===== config.mk =====
export PLATFORM = sky130hd
export DESIGN_NAME = ninjin_host
export DESIGN_NICKNAME = d
export VERILOG_FILES = /design/src/common/ninjin_pkg.sv /design/src/rtl/ninjin_host.sv
export SDC_FILE = /design/constraint.sdc
export NUM_CORES = 1
export LEC_CHECK = 0
export ABC_AREA = 1
export CAP_MARGIN = 0
export CORE_MARGIN = 2
export CORE_UTILIZATION = 50
export DETAILED_ROUTE_END_ITERATION = 10
export DONT_BUFFER_PORTS = 1
export MAX_ROUTING_LAYER = met4
export PLACE_DENSITY = 0.71
export SYNTH_ARGS = -nofsm -noshare
export SYNTH_HDL_FRONTEND = slang
export SYNTH_SLANG_ARGS = --single-unit

===== constraint.sdc =====
create_clock -name clk -period 1.8 [get_ports clk]
set_input_delay 0.09 -clock clk [delete_from_list [all_inputs] [get_ports clk]]
set_output_delay 0.09 -clock clk [all_outputs]
set_load 0.05 [all_outputs]

===== src/common/ninjin_pkg.sv =====
package ninjin_pkg;

  // ========================================================================
  // Widths
  // ========================================================================

  localparam int DWIDTH      = 16;
  localparam int BWIDTH      = 32;
  localparam int ACCWIDTH    = 40;
  localparam int IMGSIZE     = 12;
  localparam int NETSIZE     = 12;
  localparam int LWIDTH      = 10;
  localparam int FRAC_BITS   = 8;

  // Host address: region in the top 2 bits, register index in the low bits
  localparam int HOST_AWIDTH = 16;
  localparam int REGION_LSB  = HOST_AWIDTH - 2;
  localparam int REGLOG      = 4;

  // ========================================================================
  // Register fields
  // ========================================================================

  localparam int STATUS_BUSY_BIT = 0;
  localparam int STATUS_DONE_BIT = 1;
  localparam int FLAG_BIAS_BIT   = 0;
  localparam int FLAG_RELU_BIT   = 1;
  localparam int CTRL_START_BIT  = 0;

  // ========================================================================
  // Types
  // ========================================================================

  typedef logic signed [DWIDTH-1:0]   data_t;
  typedef logic        [BWIDTH-1:0]   word_t;
  typedef logic signed [ACCWIDTH-1:0] acc_t;
  typedef logic [IMGSIZE-1:0]         img_addr_t;
  typedef logic [NETSIZE-1:0]         net_addr_t;
  typedef logic [LWIDTH-1:0]          len_t;
  typedef logic [HOST_AWIDTH-1:0]     host_addr_t;

  // Saturation limits of data_t
  localparam data_t DATA_MAX = {1'b0, {(DWIDTH-1){1'b1}}};
  localparam data_t DATA_MIN = {1'b1, {(DWIDTH-1){1'b0}}};

  typedef enum logic [1:0] {
    REGION_REG = 2'd0,
    REGION_IMG = 2'd1,
    REGION_NET = 2'd2
  } region_t;

  typedef enum logic [REGLOG-1:0] {
    REG_CTRL       = 4'd0,
    REG_STATUS     = 4'd1,
    REG_IN_OFFSET  = 4'd2,
    REG_OUT_OFFSET = 4'd3,
    REG_NET_OFFSET = 4'd4,
    REG_TOTAL_IN   = 4'd5,
    REG_TOTAL_OUT  = 4'd6,
    REG_FLAGS      = 4'd7
  } reg_idx_t;

  typedef enum logic [2:0] {
    S_IDLE,
    S_BIAS,
    S_MAC,
    S_DRAIN,
    S_WRITE,
    S_DONE
  } gobou_state_t;

endpackage


===== src/rtl/ninjin_host.sv =====
module ninjin_host
  import ninjin_pkg::*;
  ( input  logic       clk
  , input  logic       xrst
  // Host command and response
  , input  logic       cmd_valid
  , input  logic       cmd_we
  , input  host_addr_t cmd_addr
  , input  word_t      cmd_wdata
  , output logic       cmd_ready
  , output logic       rsp_valid
  , output word_t      rsp_rdata
  , input  logic       rsp_ready
  // Image buffer
  , input  logic       img_ready
  , input  data_t      img_rdata
  , output logic       host_img_we
  , output img_addr_t  host_img_addr
  , output data_t      host_img_wdata
  // Weight memory
  , output logic       net_we
  , output net_addr_t  net_waddr
  , output data_t      net_wdata
  // Engine
  , input  logic       busy
  , input  logic       done
  , output logic       start
  , output img_addr_t  in_offset
  , output img_addr_t  out_offset
  , output net_addr_t  net_offset
  , output len_t       total_in
  , output len_t       total_out
  , output logic       bias_en
  , output logic       relu_en
  );

  region_t  cmd_region;
  reg_idx_t cmd_idx;
  logic     reg_hit;
  logic     accept;
  logic     rsp_hold;
  logic     start_cmd;
  logic     idle;
  logic     img_rd_q;
  logic     done_flag;
  word_t    reg_rdata;
  word_t    img_word;
  word_t    rsp_data_q;

  // ========================================================================
  // Decode
  // ========================================================================

  assign cmd_region = region_t'(cmd_addr[HOST_AWIDTH-1:REGION_LSB]);
  assign cmd_idx    = reg_idx_t'(cmd_addr[REGLOG-1:0]);
  assign reg_hit    = cmd_region == REGION_REG && cmd_addr[REGION_LSB-1:REGLOG] == '0;

  // Image accesses wait while the engine owns the buffer
  assign cmd_ready = idle && !(cmd_region == REGION_IMG && !img_ready);
  assign accept    = cmd_valid && cmd_ready;
  assign rsp_hold  = rsp_valid && !rsp_ready;

  assign host_img_we    = accept && cmd_we && cmd_region == REGION_IMG;
  assign host_img_addr  = cmd_addr[IMGSIZE-1:0];
  assign host_img_wdata = cmd_wdata[DWIDTH-1:0];

  assign net_we    = accept && cmd_we && cmd_region == REGION_NET;
  assign net_waddr = cmd_addr[NETSIZE-1:0];
  assign net_wdata = cmd_wdata[DWIDTH-1:0];

  assign start_cmd = accept && cmd_we && reg_hit && cmd_idx == REG_CTRL
                  && cmd_wdata[CTRL_START_BIT] && !busy;

  // ========================================================================
  // Response
  // ========================================================================

  always_ff @(posedge clk) begin
    if (!xrst) begin
      idle      <= 1'b0;
      rsp_valid <= 1'b0;
      img_rd_q  <= 1'b0;
    end else begin
      idle      <= !accept && !rsp_hold;
      rsp_valid <= accept || rsp_hold;
      img_rd_q  <= accept && !cmd_we && cmd_region == REGION_IMG;
    end
  end

  assign img_word = {{(BWIDTH-DWIDTH){img_rdata[DWIDTH-1]}}, img_rdata};

  // Image data is live for one cycle, then held here
  always_ff @(posedge clk) begin
    if (accept)
      rsp_data_q <= (!cmd_we && reg_hit) ? reg_rdata : '0;
    else if (img_rd_q)
      rsp_data_q <= img_word;
  end

  assign rsp_rdata = img_rd_q ? img_word : rsp_data_q;

  always_comb begin
    reg_rdata = '0;
    case (cmd_idx)
      REG_STATUS: begin
        reg_rdata[STATUS_BUSY_BIT] = busy;
        reg_rdata[STATUS_DONE_BIT] = done_flag;
      end
      REG_IN_OFFSET:  reg_rdata = word_t'(in_offset);
      REG_OUT_OFFSET: reg_rdata = word_t'(out_offset);
      REG_NET_OFFSET: reg_rdata = word_t'(net_offset);
      REG_TOTAL_IN:   reg_rdata = word_t'(total_in);
      REG_TOTAL_OUT:  reg_rdata = word_t'(total_out);
      REG_FLAGS: begin
        reg_rdata[FLAG_BIAS_BIT] = bias_en;
        reg_rdata[FLAG_RELU_BIT] = relu_en;
      end
      default: reg_rdata = '0;
    endcase
  end

  // ========================================================================
  // Register bank
  // ========================================================================

  always_ff @(posedge clk) begin
    if (!xrst) begin
      start      <= 1'b0;
      done_flag  <= 1'b0;
      in_offset  <= '0;
      out_offset <= '0;
      net_offset <= '0;
      total_in   <= '0;
      total_out  <= '0;
      bias_en    <= 1'b0;
      relu_en    <= 1'b0;
    end else begin
      start <= start_cmd;
      if (done)
        done_flag <= 1'b1;
      else if (start)
        done_flag <= 1'b0;
      if (accept && cmd_we && reg_hit) begin
        case (cmd_idx)
          REG_IN_OFFSET:  in_offset  <= cmd_wdata[IMGSIZE-1:0];
          REG_OUT_OFFSET: out_offset <= cmd_wdata[IMGSIZE-1:0];
          REG_NET_OFFSET: net_offset <= cmd_wdata[NETSIZE-1:0];
          REG_TOTAL_IN:   total_in   <= cmd_wdata[LWIDTH-1:0];
          REG_TOTAL_OUT:  total_out  <= cmd_wdata[LWIDTH-1:0];
          REG_FLAGS: begin
            bias_en <= cmd_wdata[FLAG_BIAS_BIT];
            relu_en <= cmd_wdata[FLAG_RELU_BIT];
          end
          default: ;
        endcase
      end
    end
  end

endmodule


Word level (Yosys, flattened, before mapping)

Cells that the tools add are included.
W data, S select, Z words.

Memory bits (read-only): 0
Register bits: 95
Bits in writable memories: 0
Latch bits: 0
Memories: 0

Add/subtract/negate cells: 0
Equal/unequal tests: 9
Shift-type cells: 0
Div/mod/pow operators: 0
Order comparisons: 0
Reductions and logical operators: 34
Muxes and demuxes: 7
Multipliers: 0
Bitwise logic cells: 0

Operators with widths:

| cell                 | count |
|---|---|
| $mux W32             | 3 |
| $pmux W10 S5         | 1 |
| $eq A4 B3 Y1 const B | 4 |
| $logic_and A1 B1 Y1  | 16 |
| $pmux W2 S7          | 1 |
| $reduce_and A2 Y1    | 6 |
| $logic_not A10 Y1    | 1 |
| $eq A4 B2 Y1 const B | 2 |
| $logic_not A1 Y1     | 7 |
| $eq A4 B1 Y1 const B | 1 |
| $logic_not A4 Y1     | 1 |
| $eq A2 B1 Y1 const B | 1 |
| $eq A2 B2 Y1 const B | 1 |
| $logic_not A2 Y1     | 1 |
| $mux W1              | 2 |
| $reduce_bool A2 Y1   | 1 |
| $logic_or A1 B1 Y1   | 1 |

Logic depth before layout (Yosys ltp)

Depth in word-level cells: 10
Gate-level depth with buffers: 10
Depth with buffers taken out: 9

Worst setup path after synthesis

OpenSTA, ideal clock, no wires.

Path type: flip-flop to output port
From: register idle
To: output port net_we
Data arrival time: 1.977 ns
Stages on the path, launching flop included: 7
Slack: -0.267 ns
Cell sequence: dfxtp_1 -> nand3_4 -> nor2_4 -> buf_6 -> buf_4 -> inv_1 -> nor3_1

Word-level cells in the longest chain between the ends: 4

Ends and longest elaborated chain:

| what                              | line              | source |
|---|---|---|
| from (decl)                       | ninjin_host.sv:43 | `logic idle;` |
| from (signal assigned)            | ninjin_host.sv:84 | `idle <= !accept && !rsp_hold;` |
| $logic_and A1 B1 Y1               | ninjin_host.sv:59 | `assign cmd_ready = idle && !(cmd_region == REGION_IMG && !img_ready);` |
| $logic_and A1 B1 Y1               | ninjin_host.sv:60 | `assign accept = cmd_valid && cmd_ready;` |
| $logic_and A1 B1 Y1 (2 in series) | ninjin_host.sv:67 | `assign net_we = accept && cmd_we && cmd_region == REGION_NET;` |
| to (decl)                         | ninjin_host.sv:21 | `, output logic net_we` |

Every way passes these cells.

Worst setup path after layout

From: register img_rd_q
To: register rsp_data_q[1]

Word-level cells in the longest chain between the ends: 2

Ends and longest elaborated chain:

| what                   | line              | source |
|---|---|---|
| from (decl)            | ninjin_host.sv:44 | `logic img_rd_q;` |
| from (signal assigned) | ninjin_host.sv:82 | `img_rd_q <= 1'b0;` |
| from (signal assigned) | ninjin_host.sv:86 | `img_rd_q <= accept && !cmd_we && cmd_region == REGION_IMG;` |
| $mux W32 (2 in series) | --                |  |
| to (signal assigned)   | ninjin_host.sv:95 | `rsp_data_q <= (!cmd_we && reg_hit) ? reg_rdata : '0;` |
| to (signal assigned)   | ninjin_host.sv:97 | `rsp_data_q <= img_word;` |
| to (decl)              | ninjin_host.sv:48 | `word_t rsp_data_q;` |

Every way passes these cells.
A chain may end at the register's enable or synchronous reset.

==> flow_summary.ini <==
[status]
status = complete, no violations

[critical_path]
path_max_fanout = 19
required_ns = 2.08
start_kind = register
cp-end-kind = register
arrival_ns = 2.06
path_class = register to register

[job]
drv_cap = 0

[routing]
drtIter0Drc = 419
drc = 0
vias = 5040
via_per_inst = 4.89
wire_per_inst_um = 14.3
drt_first_pass_iters = 5
ant_nets = 0
wl_um = 14700

[clocking]
clock-sinks = 95
cts_tree = built
cts-root-buf = clkbuf_8
clock_latency_ns = 0.38
cts.clk_slew.worst_paths_ns = 0.11
clock_path_buffers = 2
htree_levels = 3
cts_buffers = 9

[timing]
finalSetupViolCount = 0
clock.fmax_ghz = 0.564
fin_worst_skew_ns = 0.0156
period_share = 0.985
hold_viol_final = 0
period_needed_ns = 1.77
drv_slew = 0
slew_headroom = 0.706
setup_tns_ns = 0
tightestPinTransition_ns = 0.440
rsz0062_at_grt = true

[global_route]
antenna_found_initial = 0
grt_max_degree = 60
grt_pass1_vias = 4762
grt-ovfl-total = 0
grt_util_all_layers = 0.266
grt_pass1_wl_um = 23400

[floorplan]
io_pins = 223
core_mm2 = 0.0104
die_w_um = 108
die-area_mm2 = 0.0116
rows = 37
start_util = 0.517
die_h_um = 108

[yosys]
synth_cell_type_count = 22
synth_edf_count = 0
synth_seq_cells = 95
synth_area_mm2 = 0.00536
synth.avg_cell_area_um2 = 6.44
syn_inst = 833
synth_top_area_cell = dfxtp_1
synth_ff_type = dfxtp_1
yosysSeqAreaShare = 0.355
ys_warn_count = 0
synthArstFlopShare = 0
synth_top_cell_area_share = 0.355
synth_nets = 905
synth_area_leaders = dfxtp_1 35%, nand2_1 15%, inv_1 13%

[power]
p_leak_nw = 3.24
vdd_drop_max_uv = 341
power.density_mw_per_mm2 = 635

[layout]
final_util = 0.613
mostFrequentLayoutCells = 217 x nand2_1, 182 x inv_1, 105 x buf_4
layout-drive-gt1-share = 0.183
syn_to_final_growth_pct = 18.5
mostFrequentLayoutCell = nand2_1
nNetsFinal = 960

[worst_hold_path]
hold_class = input pin to register

[placement]
dp_hpwl_um = 10500
gp_congestion = 0.872
port_buffers = 0
[critical path: stages (launching register included)]
cell,delay [ns]
dfxtp_2,0.43
buf_6,0.22
mux2_2,0.37
nand2_1,0.06
nand2_1,0.05
dlygate4sd3_1,0.54
[report_power, final]
| part | total, mW | switching, mW | internal, mW |
|---|---|---|---|
| clock | 1.42 | 0.877 | 0.546 |
| sequential | 2.14 | 0.00924 | 2.13 |
| combinational | 0.474 | 0.314 | 0.160 |
[cell families after synthesis]
group,after synthesis,share of synthesized area
simple gates,396,0.326
buf+inv,281,0.245
flops,95,0.355
compound gates,46,0.0429
mux,15,0.0315
[Yosys cell counts, types with 6 or more instances]
cell type	n
nand3_2	6
o21ai_0	44
nand2_1	217
nand4_1	58
inv_1	182
buf_4	60
clkbuf_1	9
mux2_2	15
nand3_1	14
buf_2	22
dfxtp_1	95
nor2_1	88
[worst paths after layout]
| check | from | to | slack (ns) | depth (start not counted) |
|---|---|---|---|---|
| setup / recovery | img_rd_q | rsp_data_q[1] | 0.03 | 5 |
| setup reg to reg | img_rd_q | rsp_data_q[1] | 0.03 | 5 |
| hold / removal | img_rdata[12] | rsp_data_q[12] | 0.001 | 3 |
| hold reg to reg | total_in[0] | total_in[0] | 0.54 | 4 |
[sequential cells by signal, indices dropped and copies added (netlist names)]
name	count
rsp_data_q	32
in_offset	12
net_offset	12
out_offset	12
total_in	10
total_out	10
bias_en	1
done_flag	1
idle	1
img_rd_q	1
relu_en	1
rsp_valid	1
start	1
[final cells by class]
class,instances,area (um^2)
well taps,136,170
multi-input cells,457,2160
clock buffers,9,124
inverters,184,691
fillers,958,4020
repair buffers,141,1230
diodes,1,2.50
flip-flops and latches,95,1900
clock inverters,7,78.8
[routing by layer]
metal,up-vias,global-route usage,routed length (um)
met4,0,0.105,347
met1,2242,0.302,5850
met5,-,-,0
met2,204,0.458,7290
li1,2562,-,-
met3,32,0.0551,1230
[repair_timing]
item                                    4_1_cts  5_1_grt
gates cloned                                  0        0
resized for setup                             2        1
hold buffers                                 28        0
pin swaps                                     1        0
setup buffers                                 3        0
endpoints found under the setup margin       17       12
endpoints found under the hold margin        76        0
[through the flow]
stage	area, um^2	worst slack [ns]	hold slack, ns	power, mW	instances
detailed placement	5820	0.168	0.172	2.58	982
finish	6350	0.0262	0.00127	4.03	1030
global placement	5820	0.197	0.173	2.58	982
floorplan	5370	-0.196	0.168	2.83	833
CTS	6350	0.0195	0.00420	4.04	1029
global route	6350	-0.0412	0.0260	4.18	1029
No activity file was read; power rests on OpenSTA's default activity.
