--- config.mk ---
export PLATFORM = sky130hd
export DESIGN_NAME = gobou_ctrl
export DESIGN_NICKNAME = d
export VERILOG_FILES = /design/src/common/ninjin_pkg.sv /design/src/gobou/gobou_ctrl.sv
export SDC_FILE = /design/constraint.sdc
export NUM_CORES = 1
export LEC_CHECK = 0
export ABC_CLOCK_PERIOD_IN_PS = 3900
export BUFFER_PORTS_ARGS = -buffer_cell sky130_fd_sc_hd__clkbuf_2
export CAP_MARGIN = 25
export CORE_ASPECT_RATIO = 1.2
export CORE_MARGIN = 1
export CORE_UTILIZATION = 50
export DETAILED_ROUTE_END_ITERATION = 6
export GPL_ROUTABILITY_DRIVEN = 0
export GPL_TIMING_DRIVEN = 0
export HOLD_SLACK_MARGIN = 0.15
export PLACE_DENSITY = 0.73
export SYNTH_ARGS = -nofsm -noshare
export SYNTH_HDL_FRONTEND = slang
export SYNTH_SLANG_ARGS = --single-unit
--- constraint.sdc ---
create_clock -name clk -period 3.9 [get_ports clk]
set_input_delay 0.975 -clock clk [delete_from_list [all_inputs] [get_ports clk]]
set_output_delay 0.975 -clock clk [all_outputs]
set_load 0.05 [all_outputs]
--- src/common/ninjin_pkg.sv ---
package ninjin_pkg;

  // ========================================================================
  // Widths
  // ========================================================================

  localparam int DWIDTH      = 16;
  localparam int BWIDTH      = 32;
  localparam int ACCWIDTH    = 40;
  localparam int IMGSIZE     = 12;
  localparam int NETSIZE     = 12;
  localparam int LWIDTH      = 10;
  localparam int FRAC_BITS   = 8;

  // Host address: region in the top 2 bits, register index in the low bits
  localparam int HOST_AWIDTH = 16;
  localparam int REGION_LSB  = HOST_AWIDTH - 2;
  localparam int REGLOG      = 4;

  // ========================================================================
  // Register fields
  // ========================================================================

  localparam int STATUS_BUSY_BIT = 0;
  localparam int STATUS_DONE_BIT = 1;
  localparam int FLAG_BIAS_BIT   = 0;
  localparam int FLAG_RELU_BIT   = 1;
  localparam int CTRL_START_BIT  = 0;

  // ========================================================================
  // Types
  // ========================================================================

  typedef logic signed [DWIDTH-1:0]   data_t;
  typedef logic        [BWIDTH-1:0]   word_t;
  typedef logic signed [ACCWIDTH-1:0] acc_t;
  typedef logic [IMGSIZE-1:0]         img_addr_t;
  typedef logic [NETSIZE-1:0]         net_addr_t;
  typedef logic [LWIDTH-1:0]          len_t;
  typedef logic [HOST_AWIDTH-1:0]     host_addr_t;

  // Saturation limits of data_t
  localparam data_t DATA_MAX = {1'b0, {(DWIDTH-1){1'b1}}};
  localparam data_t DATA_MIN = {1'b1, {(DWIDTH-1){1'b0}}};

  typedef enum logic [1:0] {
    REGION_REG = 2'd0,
    REGION_IMG = 2'd1,
    REGION_NET = 2'd2
  } region_t;

  typedef enum logic [REGLOG-1:0] {
    REG_CTRL       = 4'd0,
    REG_STATUS     = 4'd1,
    REG_IN_OFFSET  = 4'd2,
    REG_OUT_OFFSET = 4'd3,
    REG_NET_OFFSET = 4'd4,
    REG_TOTAL_IN   = 4'd5,
    REG_TOTAL_OUT  = 4'd6,
    REG_FLAGS      = 4'd7
  } reg_idx_t;

  typedef enum logic [2:0] {
    S_IDLE,
    S_BIAS,
    S_MAC,
    S_DRAIN,
    S_WRITE,
    S_DONE
  } gobou_state_t;

endpackage

--- src/gobou/gobou_ctrl.sv ---
module gobou_ctrl
  import ninjin_pkg::*;
  ( input  logic      clk
  , input  logic      xrst
  , input  logic      start
  , input  img_addr_t in_offset
  , input  img_addr_t out_offset
  , input  net_addr_t net_offset
  , input  len_t      total_in
  , input  len_t      total_out
  , input  logic      res_valid
  , input  data_t     res_data
  , output logic      busy
  , output logic      done
  // Image buffer
  , output logic      eng_we
  , output img_addr_t eng_addr
  , output data_t     eng_wdata
  // Core issue
  , output logic      mac_valid
  , output logic      mac_first
  , output logic      mac_last
  , output net_addr_t w_addr
  );

  gobou_state_t state;
  len_t         out_cnt;
  len_t         in_cnt;
  net_addr_t    row;
  img_addr_t    out_addr;
  logic         in_last;
  logic         out_last;

  assign in_last  = in_cnt == total_in - 1'b1;
  assign out_last = out_cnt == total_out - 1'b1;

  // ========================================================================
  // FSM
  // ========================================================================

  always_ff @(posedge clk) begin
    if (!xrst) begin
      state    <= S_IDLE;
      out_cnt  <= '0;
      in_cnt   <= '0;
      row      <= '0;
      out_addr <= '0;
    end else begin
      case (state)
        S_IDLE:
          if (start) begin
            out_cnt  <= '0;
            row      <= net_offset;
            out_addr <= out_offset;
            state    <= (total_out == '0) ? S_DONE : S_BIAS;
          end
        S_BIAS: begin
          in_cnt <= '0;
          state  <= (total_in == '0) ? S_DRAIN : S_MAC;
        end
        S_MAC: begin
          in_cnt <= in_cnt + 1'b1;
          if (in_last)
            state <= S_DRAIN;
        end
        S_DRAIN:
          if (res_valid)
            state <= S_WRITE;
        S_WRITE: begin
          out_cnt  <= out_cnt + 1'b1;
          // Next row skips the bias word and total_in weights
          row      <= row + net_addr_t'(total_in) + 1'b1;
          out_addr <= out_addr + 1'b1;
          state    <= out_last ? S_DONE : S_BIAS;
        end
        S_DONE:  state <= S_IDLE;
        default: state <= S_IDLE;
      endcase
    end
  end

  // ========================================================================
  // Outputs
  // ========================================================================

  assign busy = state != S_IDLE;
  assign done = state == S_DONE;

  assign mac_valid = state == S_BIAS || state == S_MAC;
  assign mac_first = state == S_BIAS;
  assign mac_last  = (state == S_BIAS && total_in == '0) || (state == S_MAC && in_last);

  // Bias sits at the row start, weight i right after it
  assign w_addr = mac_first ? row : row + net_addr_t'(in_cnt) + 1'b1;

  assign eng_we    = state == S_WRITE;
  assign eng_addr  = eng_we ? out_addr : in_offset + img_addr_t'(in_cnt);
  assign eng_wdata = res_data;

endmodule

# --- After elaboration in Yosys (flattened, before gate mapping) ---
# Index checks and enable logic that the tools add are counted.
op_classes:
  n_mux: 16
  n_reduce_logical: 12
  add_sub_neg: 10
  eq_ne: 10
op_table:
  columns: ["op", "count"]
  rows:
  - ["$mux W12", 4]
  - ["$pmux W12 S2", 2]
  - ["$pmux W10 S2", 2]
  - ["$add A12 B1 Y12 const B", 3]
  - ["$add A12 B10 Y12", 3]
  - ["$add A10 B1 Y10 const B", 2]
  - ["$eq A10 B10 Y1", 2]
  - ["$logic_not A10 Y1", 2]
  - ["$sub A10 B1 Y10 const B", 2]
  - ["$mux W3", 5]
  - ["$pmux W3 S5", 1]
  - ["$mux W10", 1]
  - ["$eq A3 B2 Y1 const B", 2]
  - ["$eq A3 B3 Y1 const B", 2]
  - ["$ne A2 B2 Y1 const B", 3]
  - ["$reduce_bool A2 Y1", 2]
  - ["$eq A3 B1 Y1 const B", 1]
  - ["$logic_not A3 Y1", 1]
  - ["$reduce_and A3 Y1", 1]
  - ["$reduce_bool A3 Y1", 1]
  - ["$logic_and A1 B1 Y1", 2]
  - ["$logic_or A1 B1 Y1", 2]
  - ["$reduce_and A2 Y1", 1]
  - ["$mux W1", 1]
totals:
  register_bits: 47
  inputBits: 76
  elab_cells: 53

# --- Depth between registers and ports, before layout ---
# Gate-level depths: netlist of run 1.
depth:
  depth_word: 4
  depth_mapped: 11

# --- Worst setup path before layout of run 1 ---
# No wires, ideal clock.
synth_path:
  path_kind: "input to output"
  startpoint: "input port in_offset[0]"
  endpoint: "output port eng_addr[10]"
  cell_stages: 10
  arrival_ps: 3594
  path_slack_ps: -669
  path_cell_list: "ha_1 -> inv_1 -> fa_1 -> nor2b_1 -> o21ai_0 -> a21oi_1 -> o31a_1 -> o211a_1 -> o21a_1 -> o31ai_1"
synth_via:
  elab_chain_len: 2
synth_lines:
  columns: ["element", "line_no", "text"]
  rows:
  - ["start, declared", "gobou_ctrl.sv:6", ", input img_addr_t in_offset"]
  - ["$add A12 B10 Y12", "gobou_ctrl.sv:97", "assign eng_addr = eng_we ? out_addr : in_offset + img_addr_t'(in_cnt);"]
  - ["$mux W12", "gobou_ctrl.sv:97", null]
  - ["end, declared", "gobou_ctrl.sv:17", ", output img_addr_t eng_addr"]
# No other way between the ends.

# --- Final worst setup path of run 1 ---
layout_path:
  startpoint: "input port total_in[3]"
  endpoint: "output port mac_last"
layout_via:
  elab_chain_len: 4
layout_lines:
  columns: ["element", "line_no", "text"]
  rows:
  - ["start, declared", "gobou_ctrl.sv:9", ", input len_t total_in"]
  - ["$sub A10 B1 Y10", "gobou_ctrl.sv:34", "assign in_last = in_cnt == total_in - 1'b1;"]
  - ["$eq A10 B10 Y1", "gobou_ctrl.sv:34", null]
  - ["$logic_and A1 B1 Y1", "gobou_ctrl.sv:91", "assign mac_last = (state == S_BIAS && total_in == '0) || (state == S_MAC && in_last);"]
  - ["$logic_or A1 B1 Y1 *", "gobou_ctrl.sv:91", null]
  - ["end, declared", "gobou_ctrl.sv:22", ", output logic mac_last"]
# Mark *: on every way between the ends. The rest lies on a longest branch, timed or not.

==> reports/results.ini, run 1 <==
[outcome]
status=finished, violations left
violations=negative setup slack

[drt]
drc_errors=0
wl_per_cell_um=16.4
antenna_left=0
drtPass1Iterations=5
viasPerCell=5.91
via_count=5167
routed_wl_mm=14.4
drt_iter0_drc=297

[clocking]
clk_pin_slew_ns=0.10
cts_max_level=2
clk_latency_ns=0.32
numCtsBuffers=5
clk_path_buf_depth=2
cts-hold-fix-buffers=0
clock_tree.root_cell=clkbuf_8
tritoncts=yes
cts.sinks=47

[grt]
grt_max_degree=16
antenna_found_initial=0
track_usage_pct=29.0
use_met3_pct=3.39
grt_pass1_wl_mm=22.5
grt-busiest-layer=met2
use_met1_pct=33.0
overflow=0
grtUsageMet2_pct=51.2
grt_pass1_vias=4820

[worst_setup_path]
crit_chain=clkbuf_4 -> or3_4 -> nor4_4 -> and2b_1 -> nand3_1 -> mux2_2 -> or4_4 -> o21ai_4 -> buf_8
startpoint=total_in[3]
startpoint_type=input pin
cp_num_buf_inv=2
max_stage_delay_ns=0.46
r2r_start=state[1]
worstPathArrival_ns=3.09
slowest_stage=or4_4
worstPathRequired_ns=2.92
crit_family=simple AND/OR/NAND/NOR gates
cp_max_fo=6
crit_type=input pin to output port
cp-end-kind=output port

[die]
rows=38
dieHeight_um=108
pin_count=122
start_util_pct=51.5
die_x_um=90.1
die_area_um2=9700
coreArea_um2=9030

[synth]
synth-compound-area-share_pct=27.3
yosys.area_share.simple_pct=24.7
synth_top_family_by_area=compound AO/OA/AOI/OAI gates
synthMuxAreaShare_pct=1.56
ys_top_cells_by_area=dfxtp_1 (20%), ha_1 (9.7%), o21ai_0 (6.1%)
synth_top_cell_by_area=dfxtp_1
avgSynthCellArea_um2=7.26
synth_fa_ha_area_share_pct=11.0
synthCells=641
yosysWarnings=0
synth-main-ff-cell=dfxtp_1
ys_ff_latch=47
syn_area_um2=4650
synth-xor-area-share_pct=8.09
syn-num-nets=756
synthArstFlopShare_pct=0
synth_cell_types=67
synth-seq-area-share_pct=20.2
synth_edf_count=0
synth.top_cell.area_share_pct=20.2

[pwr]
leakage_nw=2.44
pwr-share-comb_pct=46.5
power.share.clock_pct=19.1
intPower_mw=0.895
p_per_area_nw_per_um2=294
ir_drop_mv=0.180
switching_power_mw=0.753
pwr-share-seq_pct=34.4
swShare_pct=45.7

[timing]
rsz0062_at_grt=true
tightest_slew_ns=0.625
clock.fmax_mhz=246
tns_ns=-0.215
final.setup_skew_ns=0.0118
drv_slew=0
period_minus_slack_ns=4.06
slew_headroom_pct=57.9
finalWorstSetupSlack_ns=-0.165
fin_crit_sh_pct=104
finalHoldViolCount=0
final-setup-viol-count=3

[placement]
placed_area_um2=5360
dp.cells=865
place_ws_ns=-0.387
post-dp-hpwl_mm=11.2
portBuffers=104

[cells_and_area]
drive_above_1_share_pct=22.4
areaGrowthSynthToFinish_pct=20.6
layout.nets=868
n_antenna_cell=0
final_common_cell=clkbuf_2
finish.instance_area_um2=5610
stdcell_count=874
fillers=859
mostFrequentLayoutCells=clkbuf_2 (94), nand2_1 (65), nor2_1 (56), o21ai_0 (50), a21oi_1 (48)

[run]
maxCapViolCount=0

[min_path]
hp-class=flip-flop to flip-flop
hp-start=out_cnt[8]

==> timing repair <==
item	in CTS	in global routing
setup endpoints to repair	9	13
gates cloned	0	0
gates resized for setup	30	20
setup buffers	0	1
pin swaps	4	8
==> stage by stage <==
| stage | power [mW] | utilization (%) | hold WS (ns) |
|---|---|---|---|
| after floorplan | 1.11 | - | 0.492 |
| after global placement | 1.29 | 59.3 | 0.510 |
| after detailed placement | 1.31 | 59.3 | 0.534 |
| after CTS | 1.63 | 61.4 | 0.549 |
| after global routing | 1.73 | 62.1 | 0.571 |
| final | 1.65 | 62.1 | 0.549 |
==> power by group through the flow <==
| stage | logic [mW] | registers [mW] | clock network (mW) |
|---|---|---|---|
| after floorplan | 0.550 | 0.558 | 0 |
| after global placement | 0.721 | 0.573 | 0 |
| after detailed placement | 0.736 | 0.573 | 0 |
| after CTS | 0.750 | 0.563 | 0.320 |
| after global routing | 0.829 | 0.571 | 0.334 |
| final | 0.766 | 0.567 | 0.315 |
==> kinds of logic (layout without fill, tap and decap cells) <==
| family | count (synthesis) | in the layout |
|---|---|---|
| compound gates | 201 | 201 |
| xor+xnor | 43 | 43 |
| fa+ha+maj | 39 | 39 |
| buf+inv | 72 | 185 |
| flops | 47 | 47 |
| mux | 7 | 7 |
| simple gates | 232 | 232 |
==> routing by layer <==
metal / vias to the layer above / share of wire (%) / routed length, um
li1: 2529 / - / -
met1: 2353 / 41 / 5840
met2: 227 / 49 / 7020
met3: 58 / 5.8 / 838
met4: 0 / 4.5 / 653
met5: - / 0 / 0
==> cell usage after synthesis, drive strengths merged, types with 3 or more instances <==
| cell | count |
|---|---|
| o221ai | 7 |
| a21oi | 51 |
| o21ai | 60 |
| a21boi | 7 |
| a21o | 4 |
| a31oi | 8 |
| or3 | 8 |
| and2 | 13 |
| o211ai | 6 |
| xor2 | 24 |
| o31ai | 13 |
| and3 | 11 |
| a311oi | 4 |
| a22oi | 4 |
| nand2b | 4 |
| nand2 | 65 |
| o22ai | 3 |
| nor2b | 10 |
| a211oi | 4 |
| clkbuf | 24 |
| nor2 | 57 |
| ha | 36 |
| buf | 20 |
| nand3 | 24 |
| xnor2 | 19 |
| nand4 | 6 |
| dfxtp | 47 |
| nor4 | 4 |
| a221oi | 3 |
| o21a | 8 |
| or2 | 6 |
| inv | 28 |
| fa | 3 |
| nor3 | 12 |
| o211a | 4 |
| mux2i | 5 |
==> worst paths after layout <==
check	endpoint	slack, ns	cells after the start
worst max-delay path	mac_last	-0.16	9
worst min-delay path	out_cnt[8]	0.55	2
worst max register to register	state[2]	1.47	9
worst min register to register	out_cnt[8]	0.55	2
==> registers in the layout, indices dropped and copies added, names as in the netlist <==
signal    cells
out_addr     12
row          12
in_cnt       10
out_cnt      10
state         3
==> worst register-to-register path, stage by stage (launching register included) <==
cell and delay [ns]:
dfxtp_1 0.31, clkbuf_1 0.18, nor2_1 0.35, nand2_1 0.30
inv_1 0.17, buf_2 0.26, nand4_1 0.13, nor4_1 0.31
o2111ai_1 0.18, a21oi_1 0.17
==> layout make-up <==
class	instances	area, um^2	area share, %
buffer	44	240	4.28
tap	120	150	2.67
inverter	28	105	1.87
clock buffer	6	72.6	1.29
clock inverter	2	16.3	0.290
sequential	47	945	16.8
multi-input combinational	522	3480	62.1
timing repair buffer	105	599	10.7
Note: power is estimated with default switching activity, not from simulation.
==> run 2: changes to the inputs <==
- ABC_AREA: unset -> 0
- REMOVE_ABC_BUFFERS: unset -> 1
==> run 2 against run 1 <==
  * The run still ends with negative setup slack left
  * Clock power rose by 2%
  * Critical path depth is the same
  * Via count down 4.4%
  * Critical endpoint unchanged
  * Largest power group unchanged
==> reports/results.ini, run 2 (synthesized netlist as in run 1, its figures left out) <==
[worst_setup_path]
slowest_stage=or4_4  ; unchanged
max_stage_delay_ns=0.45  ; was 0.46 ns
cp_max_fo=8  ; was 6
worstPathRequired_ns=2.92  ; about the same
cp_num_buf_inv=2  ; unchanged
worstPathArrival_ns=3.06  ; was 3.09 ns
crit_chain=buf_2 -> or3_4 -> nor4_4 -> and2b_1 -> nand3_2 -> mux2_2 -> or4_4 -> o21ai_4 -> buf_8  ; was clkbuf_4 -> or3_4 -> nor4_4 -> and2b_1 -> nand3_1 -> mux2_2 -> or4_4 -> o21ai_4 -> buf_8
crit_family=simple AND/OR/NAND/NOR gates  ; unchanged
startpoint_type=input pin  ; unchanged
cp-end-kind=output port  ; unchanged
crit_type=input pin to output port  ; unchanged

[timing]
final-setup-viol-count=1  ; was 3
tightest_slew_ns=0.769  ; was 0.625 ns
drv_slew=0  ; unchanged
slew_headroom_pct=48.4  ; was 57.9%
period_minus_slack_ns=4.03  ; was 4.06 ns
clock.fmax_mhz=248  ; was 246 MHz
final.setup_skew_ns=0.00608  ; was 0.0118 ns
finalHoldViolCount=0  ; unchanged
tns_ns=-0.133  ; was -0.215 ns
rsz0062_at_grt=true  ; unchanged
fin_crit_sh_pct=103  ; was 104%
finalWorstSetupSlack_ns=-0.133  ; was -0.165 ns

[cells_and_area]
final_common_cell=clkbuf_2  ; unchanged
drive_above_1_share_pct=21.9  ; was 22.4%
n_antenna_cell=0  ; unchanged
finish.utilization_pct=60.2  ; was 62.1%
mostFrequentLayoutCells=clkbuf_2 (79), nand2_1 (64), nor2_1 (55), o21ai_0 (53), a21oi_1 (48)  ; was clkbuf_2 (94), nand2_1 (65), nor2_1 (56), o21ai_0 (50), a21oi_1 (48)
layout.nets=823  ; was 868
largestRegisters=out_addr (12), row (12)  ; unchanged
areaGrowthSynthToFinish_pct=17.0  ; was 20.6%
finish.instance_area_um2=5440  ; was 5610 um^2

[clocking]
clk_pin_slew_ns=0.09  ; was 0.10 ns
cts.sinks=47  ; unchanged
cts_max_level=2  ; unchanged
clock_tree.root_cell=clkbuf_8  ; unchanged
cts-hold-fix-buffers=0  ; unchanged
tritoncts=yes  ; unchanged
clk_path_buf_depth=2  ; unchanged
numCtsBuffers=5  ; unchanged
clk_latency_ns=0.31  ; was 0.32 ns

[run]
maxCapViolCount=0  ; unchanged

[grt]
grt_pass1_vias=4615  ; was 4,820
grt_max_degree=40  ; was 16
grt_pass1_wl_mm=21.7  ; was 22.5 mm
overflow=0  ; unchanged
antenna_found_initial=0  ; unchanged
track_usage_pct=27.4  ; was 29.0%

[pwr]
leakage_nw=2.32  ; was 2.44 nW
ir_drop_mv=0.258  ; was 0.180 mV
power_mw=1.60  ; was 1.65 mW
p_per_area_nw_per_um2=295  ; was 294 nW/um^2

[placement]
portBuffers=89  ; was 104
placed_area_um2=5080  ; was 5360 um^2
post-dp-hpwl_mm=10.2  ; was 11.2 mm

[drt]
viasPerCell=5.96  ; was 5.91
wl_per_cell_um=16.1  ; was 16.4 um
drc_errors=0  ; unchanged
antenna_left=0  ; unchanged
via_count=4940  ; was 5,167
drtPass1Iterations=5  ; unchanged
drt_iter0_drc=247  ; was 297
routed_wl_mm=13.4  ; was 14.4 mm

[die]
die_area_um2=9700  ; unchanged
start_util_pct=51.5  ; unchanged
dieHeight_um=108  ; unchanged
rows=38  ; unchanged
pin_count=122  ; unchanged
coreArea_um2=9030  ; unchanged
die_x_um=90.1  ; unchanged

[outcome]
status=finished, violations left  ; unchanged
violations=negative setup slack  ; unchanged

[min_path]
hp-class=flip-flop to flip-flop  ; unchanged

run 2: cell types whose count changed in the layout (fill, tap and decap cells not counted), moves of 3 or more:
cell / previous run / this run
o21ai_0: 50 / 53
clkbuf_1: 23 / 1
clkbuf_4: 4 / 0
clkbuf_2: 94 / 79
buf_4: 18 / 14
run 2: layout make-up:
type	instances	area, um^2
sequential	47	950
inverter	28	109
multi-input combinational	522	3500
fill	850	3590
clock buffer	7	86.3
clock inverter	1	8.76
timing repair buffer	104	639
tap	120	150
run 2: path summary, 6_finish.rpt:
kind	startpoint	end	slack [ns]	cells past startpoint
setup reg to reg	state[1]	out_addr[10]	1.00	11
hold reg to reg	out_cnt[0]	out_cnt[0]	0.55	1
setup / recovery	total_in[2]	mac_last	-0.13	9
hold / removal	out_cnt[0]	out_cnt[0]	0.55	1
run 2: through the flow:
stage | worst slack (ns) | instances | hold slack (ns)
after floorplan | -0.669 | 597 | 0.494
after global placement | -1.13 | 806 | 0.519
after detailed placement | -0.322 | 810 | 0.533
after CTS | -0.161 | 821 | 0.544
after global routing | -0.261 | 829 | 0.590
final | -0.133 | 829 | 0.546
run 2: per-layer routing:
metal / vias to the layer above / wire length [um] / track usage [%]
met3: 34 / 749 / 4.66
met4: 0 / 378 / 11.6
li1: 2443 / - / -
met1: 2289 / 5700 / 33.1
met5: - / 0 / 0
met2: 174 / 6560 / 48.0
run 2: repair_timing:
item / in CTS / in global routing
gates resized for setup: 31 / 25
endpoints found under the setup margin: 16 / 9
buffers inserted: 3 / 8
endpoints found under the hold margin: 0 / 0
cloned: 0 / 0
pin swaps: 10 / 5
run 2: where the power goes:
part	switching, mW	internal, mW
clock network	0.177	0.146
registers	0.0514	0.516
logic	0.474	0.241
total	0.701	0.902
==> run 3: changes to the inputs <==
- RECOVER_POWER: unset -> 25
==> run 3 against run 2 <==
  * The flow finishes with violations (max-capacitance violations, max-slew violations, negative setup slack)
  * Largest power group unchanged
  * Combinational power barely moved
  * Clock skew unchanged
  * Sequential power about the same
  * Critical path depth did not move
  * First-iteration DRC count stayed put
  * Largest cell class unchanged
  * Clock power about the same
  * Worst setup slack unchanged
==> reports/results.ini, run 3 (synthesized netlist as in run 1, its figures left out) <==
[outcome]
status=finished, violations left  ; unchanged
violations=max-capacitance violations, max-slew violations, negative setup slack  ; was negative setup slack

[clocking]
cts_max_level=2  ; unchanged
clk_path_buf_depth=2  ; unchanged
clk_pin_slew_ns=0.09  ; about the same
cts-hold-fix-buffers=0  ; unchanged
numCtsBuffers=5  ; unchanged
tritoncts=yes  ; unchanged
clock_tree.root_cell=clkbuf_8  ; unchanged
cts.sinks=47  ; unchanged
clk_latency_ns=0.31  ; about the same

[die]
rows=38  ; unchanged
dieHeight_um=108  ; unchanged
die_x_um=90.1  ; unchanged
coreArea_um2=9030  ; unchanged
die_area_um2=9700  ; unchanged
start_util_pct=51.5  ; unchanged
pin_count=122  ; unchanged

[pwr]
leakage_nw=2.32  ; about the same
p_per_area_nw_per_um2=295  ; about the same
ir_drop_mv=0.258  ; about the same

[drt]
routed_wl_mm=13.4  ; about the same
drt_iter0_drc=247  ; unchanged
antenna_left=0  ; unchanged
wl_per_cell_um=16.1  ; about the same
via_count=4940  ; unchanged
drc_errors=0  ; unchanged
viasPerCell=5.96  ; unchanged
drtPass1Iterations=5  ; unchanged

[placement]
dp.cells=810  ; unchanged
portBuffers=89  ; unchanged
post-dp-hpwl_mm=10.2  ; unchanged
place_ws_ns=-0.322  ; unchanged

[grt]
overflow=0  ; unchanged
antenna_found_initial=0  ; unchanged
grt_pass1_vias=4615  ; unchanged
grt_pass1_wl_mm=21.7  ; unchanged
grt_max_degree=40  ; unchanged
track_usage_pct=27.4  ; unchanged

[worst_setup_path]
slowest_stage=or4_4  ; unchanged
worstPathRequired_ns=2.92  ; about the same
crit_type=input pin to output port  ; unchanged
max_stage_delay_ns=0.45  ; about the same
r2r_slack_ns=1.00  ; about the same
worstPathArrival_ns=3.06  ; about the same
crit_family=simple AND/OR/NAND/NOR gates  ; unchanged
r2r_start=state[1]  ; unchanged
crit_chain=buf_2 -> or3_4 -> nor4_4 -> and2b_1 -> nand3_2 -> mux2_2 -> or4_4 -> o21ai_4 -> buf_8  ; unchanged
path_depth=9  ; unchanged
startpoint_type=input pin  ; unchanged
cp-end-kind=output port  ; unchanged
cp_max_fo=8  ; unchanged
cp_num_buf_inv=2  ; unchanged
timing.rr.end=out_addr[10]  ; unchanged
r2r_cells=11  ; unchanged

[cells_and_area]
ff_latch_area_um2=950  ; unchanged
areaGrowthSynthToFinish_pct=16.9  ; was 17.0%
mostFrequentLayoutCells=clkbuf_2 (78), nand2_1 (64), nor2_1 (55), o21ai_0 (53), a21oi_1 (48)  ; was clkbuf_2 (79), nand2_1 (64), nor2_1 (55), o21ai_0 (53), a21oi_1 (48)
layout.nets=823  ; unchanged
largestRegisters=out_addr (12), row (12)  ; unchanged
stdcell_count=829  ; unchanged
drive_above_1_share_pct=21.7  ; was 21.9%
finish.utilization_pct=60.2  ; about the same
n_antenna_cell=0  ; unchanged
final_common_cell=clkbuf_2  ; unchanged
fillers=851  ; was 850
multi_input_area_um2=3500  ; unchanged

[min_path]
whs_endpoint=out_cnt[0]  ; unchanged
hp-start=out_cnt[0]  ; unchanged
hold_path_depth=1  ; unchanged
hp-class=flip-flop to flip-flop  ; unchanged

[timing]
finalHoldViolCount=0  ; unchanged
slew_headroom_pct=-4.15  ; was 48.4%
tns_ns=-0.133  ; unchanged
final-setup-viol-count=1  ; unchanged
tightest_slew_ns=1.56  ; was 0.769 ns
drv_slew=40  ; was 0
rsz0062_at_grt=true  ; unchanged
period_minus_slack_ns=4.03  ; unchanged
fin_crit_sh_pct=103  ; unchanged
hold_slack_ns=0.546  ; unchanged
clock.fmax_mhz=248  ; unchanged
finalWorstSetupSlack_ns=-0.133  ; unchanged
final.setup_skew_ns=0.00608  ; unchanged

[run]
maxCapViolCount=1  ; was 0

[run 3: cell counts in the layout (fill, tap and decap cells not counted)]
Identical to the previous run, type by type.
[run 3: stage by stage]
stage	area (um^2)	total power [mW]
floorplan	4430	1.05
global placement	5020	1.22
detailed placement	5080	1.26
CTS	5300	1.59
global route	5440	1.70
finish	5440	1.60
[run 3: how the worst max path moves through the flow]
stage | start | to | slack [ns]
2_1_floorplan | in_offset[0] | eng_addr[10] | -0.67
3_3_place_gp | state[1] | eng_addr[5] | -1.13
3_5_place_dp | total_in[0] | mac_last | -0.32
4_1_cts | total_in[2] | mac_last | -0.16
5_1_grt | total_in[2] | mac_last | -0.26
6_report | total_in[2] | mac_last | -0.13
[run 3: worst register-to-register path, stage by stage, from the launching register on]
cell and delay, ns:
dfxtp_1 0.39, nor2_1 0.26, buf_6 0.21, nand2_2 0.36, inv_1 0.37, buf_16 0.22
nand2_1 0.15, nor2_1 0.16, nand3_1 0.20, o221ai_1 0.22, o31ai_1 0.10, and2_1 0.16
[run 3: area by class of cell]
class | instances | area share (%)
multi-input cells | 522 | 64.3
well taps | 120 | 2.76
clock buffers | 7 | 1.59
repair buffers | 104 | 11.7
inverters | 28 | 2.00
clock inverters | 1 | 0.161
flip-flops and latches | 47 | 17.5
[run 3: per-layer routing]
metal	GRT usage [%]	routed length, um	up-vias	part of all wire, %
met3	4.66	749	34	5.6
met4	11.6	378	0	2.8
met5	0	0	-	0
li1	-	-	2443	-
met1	33.1	5700	2289	43
met2	48.0	6560	174	49
[run 3: where the power goes]
part           total (mW)  switching (mW)  internal [mW]
clock               0.322           0.177          0.146
sequential          0.567          0.0514          0.516
combinational       0.715           0.474          0.241
[run 3: repair_timing]
item                       4_1_cts  5_1_grt
gates resized for setup         31       25
setup endpoints to repair       16        9
hold endpoints to repair         0        0
buffers inserted                 3        8
pin swaps                       10        5
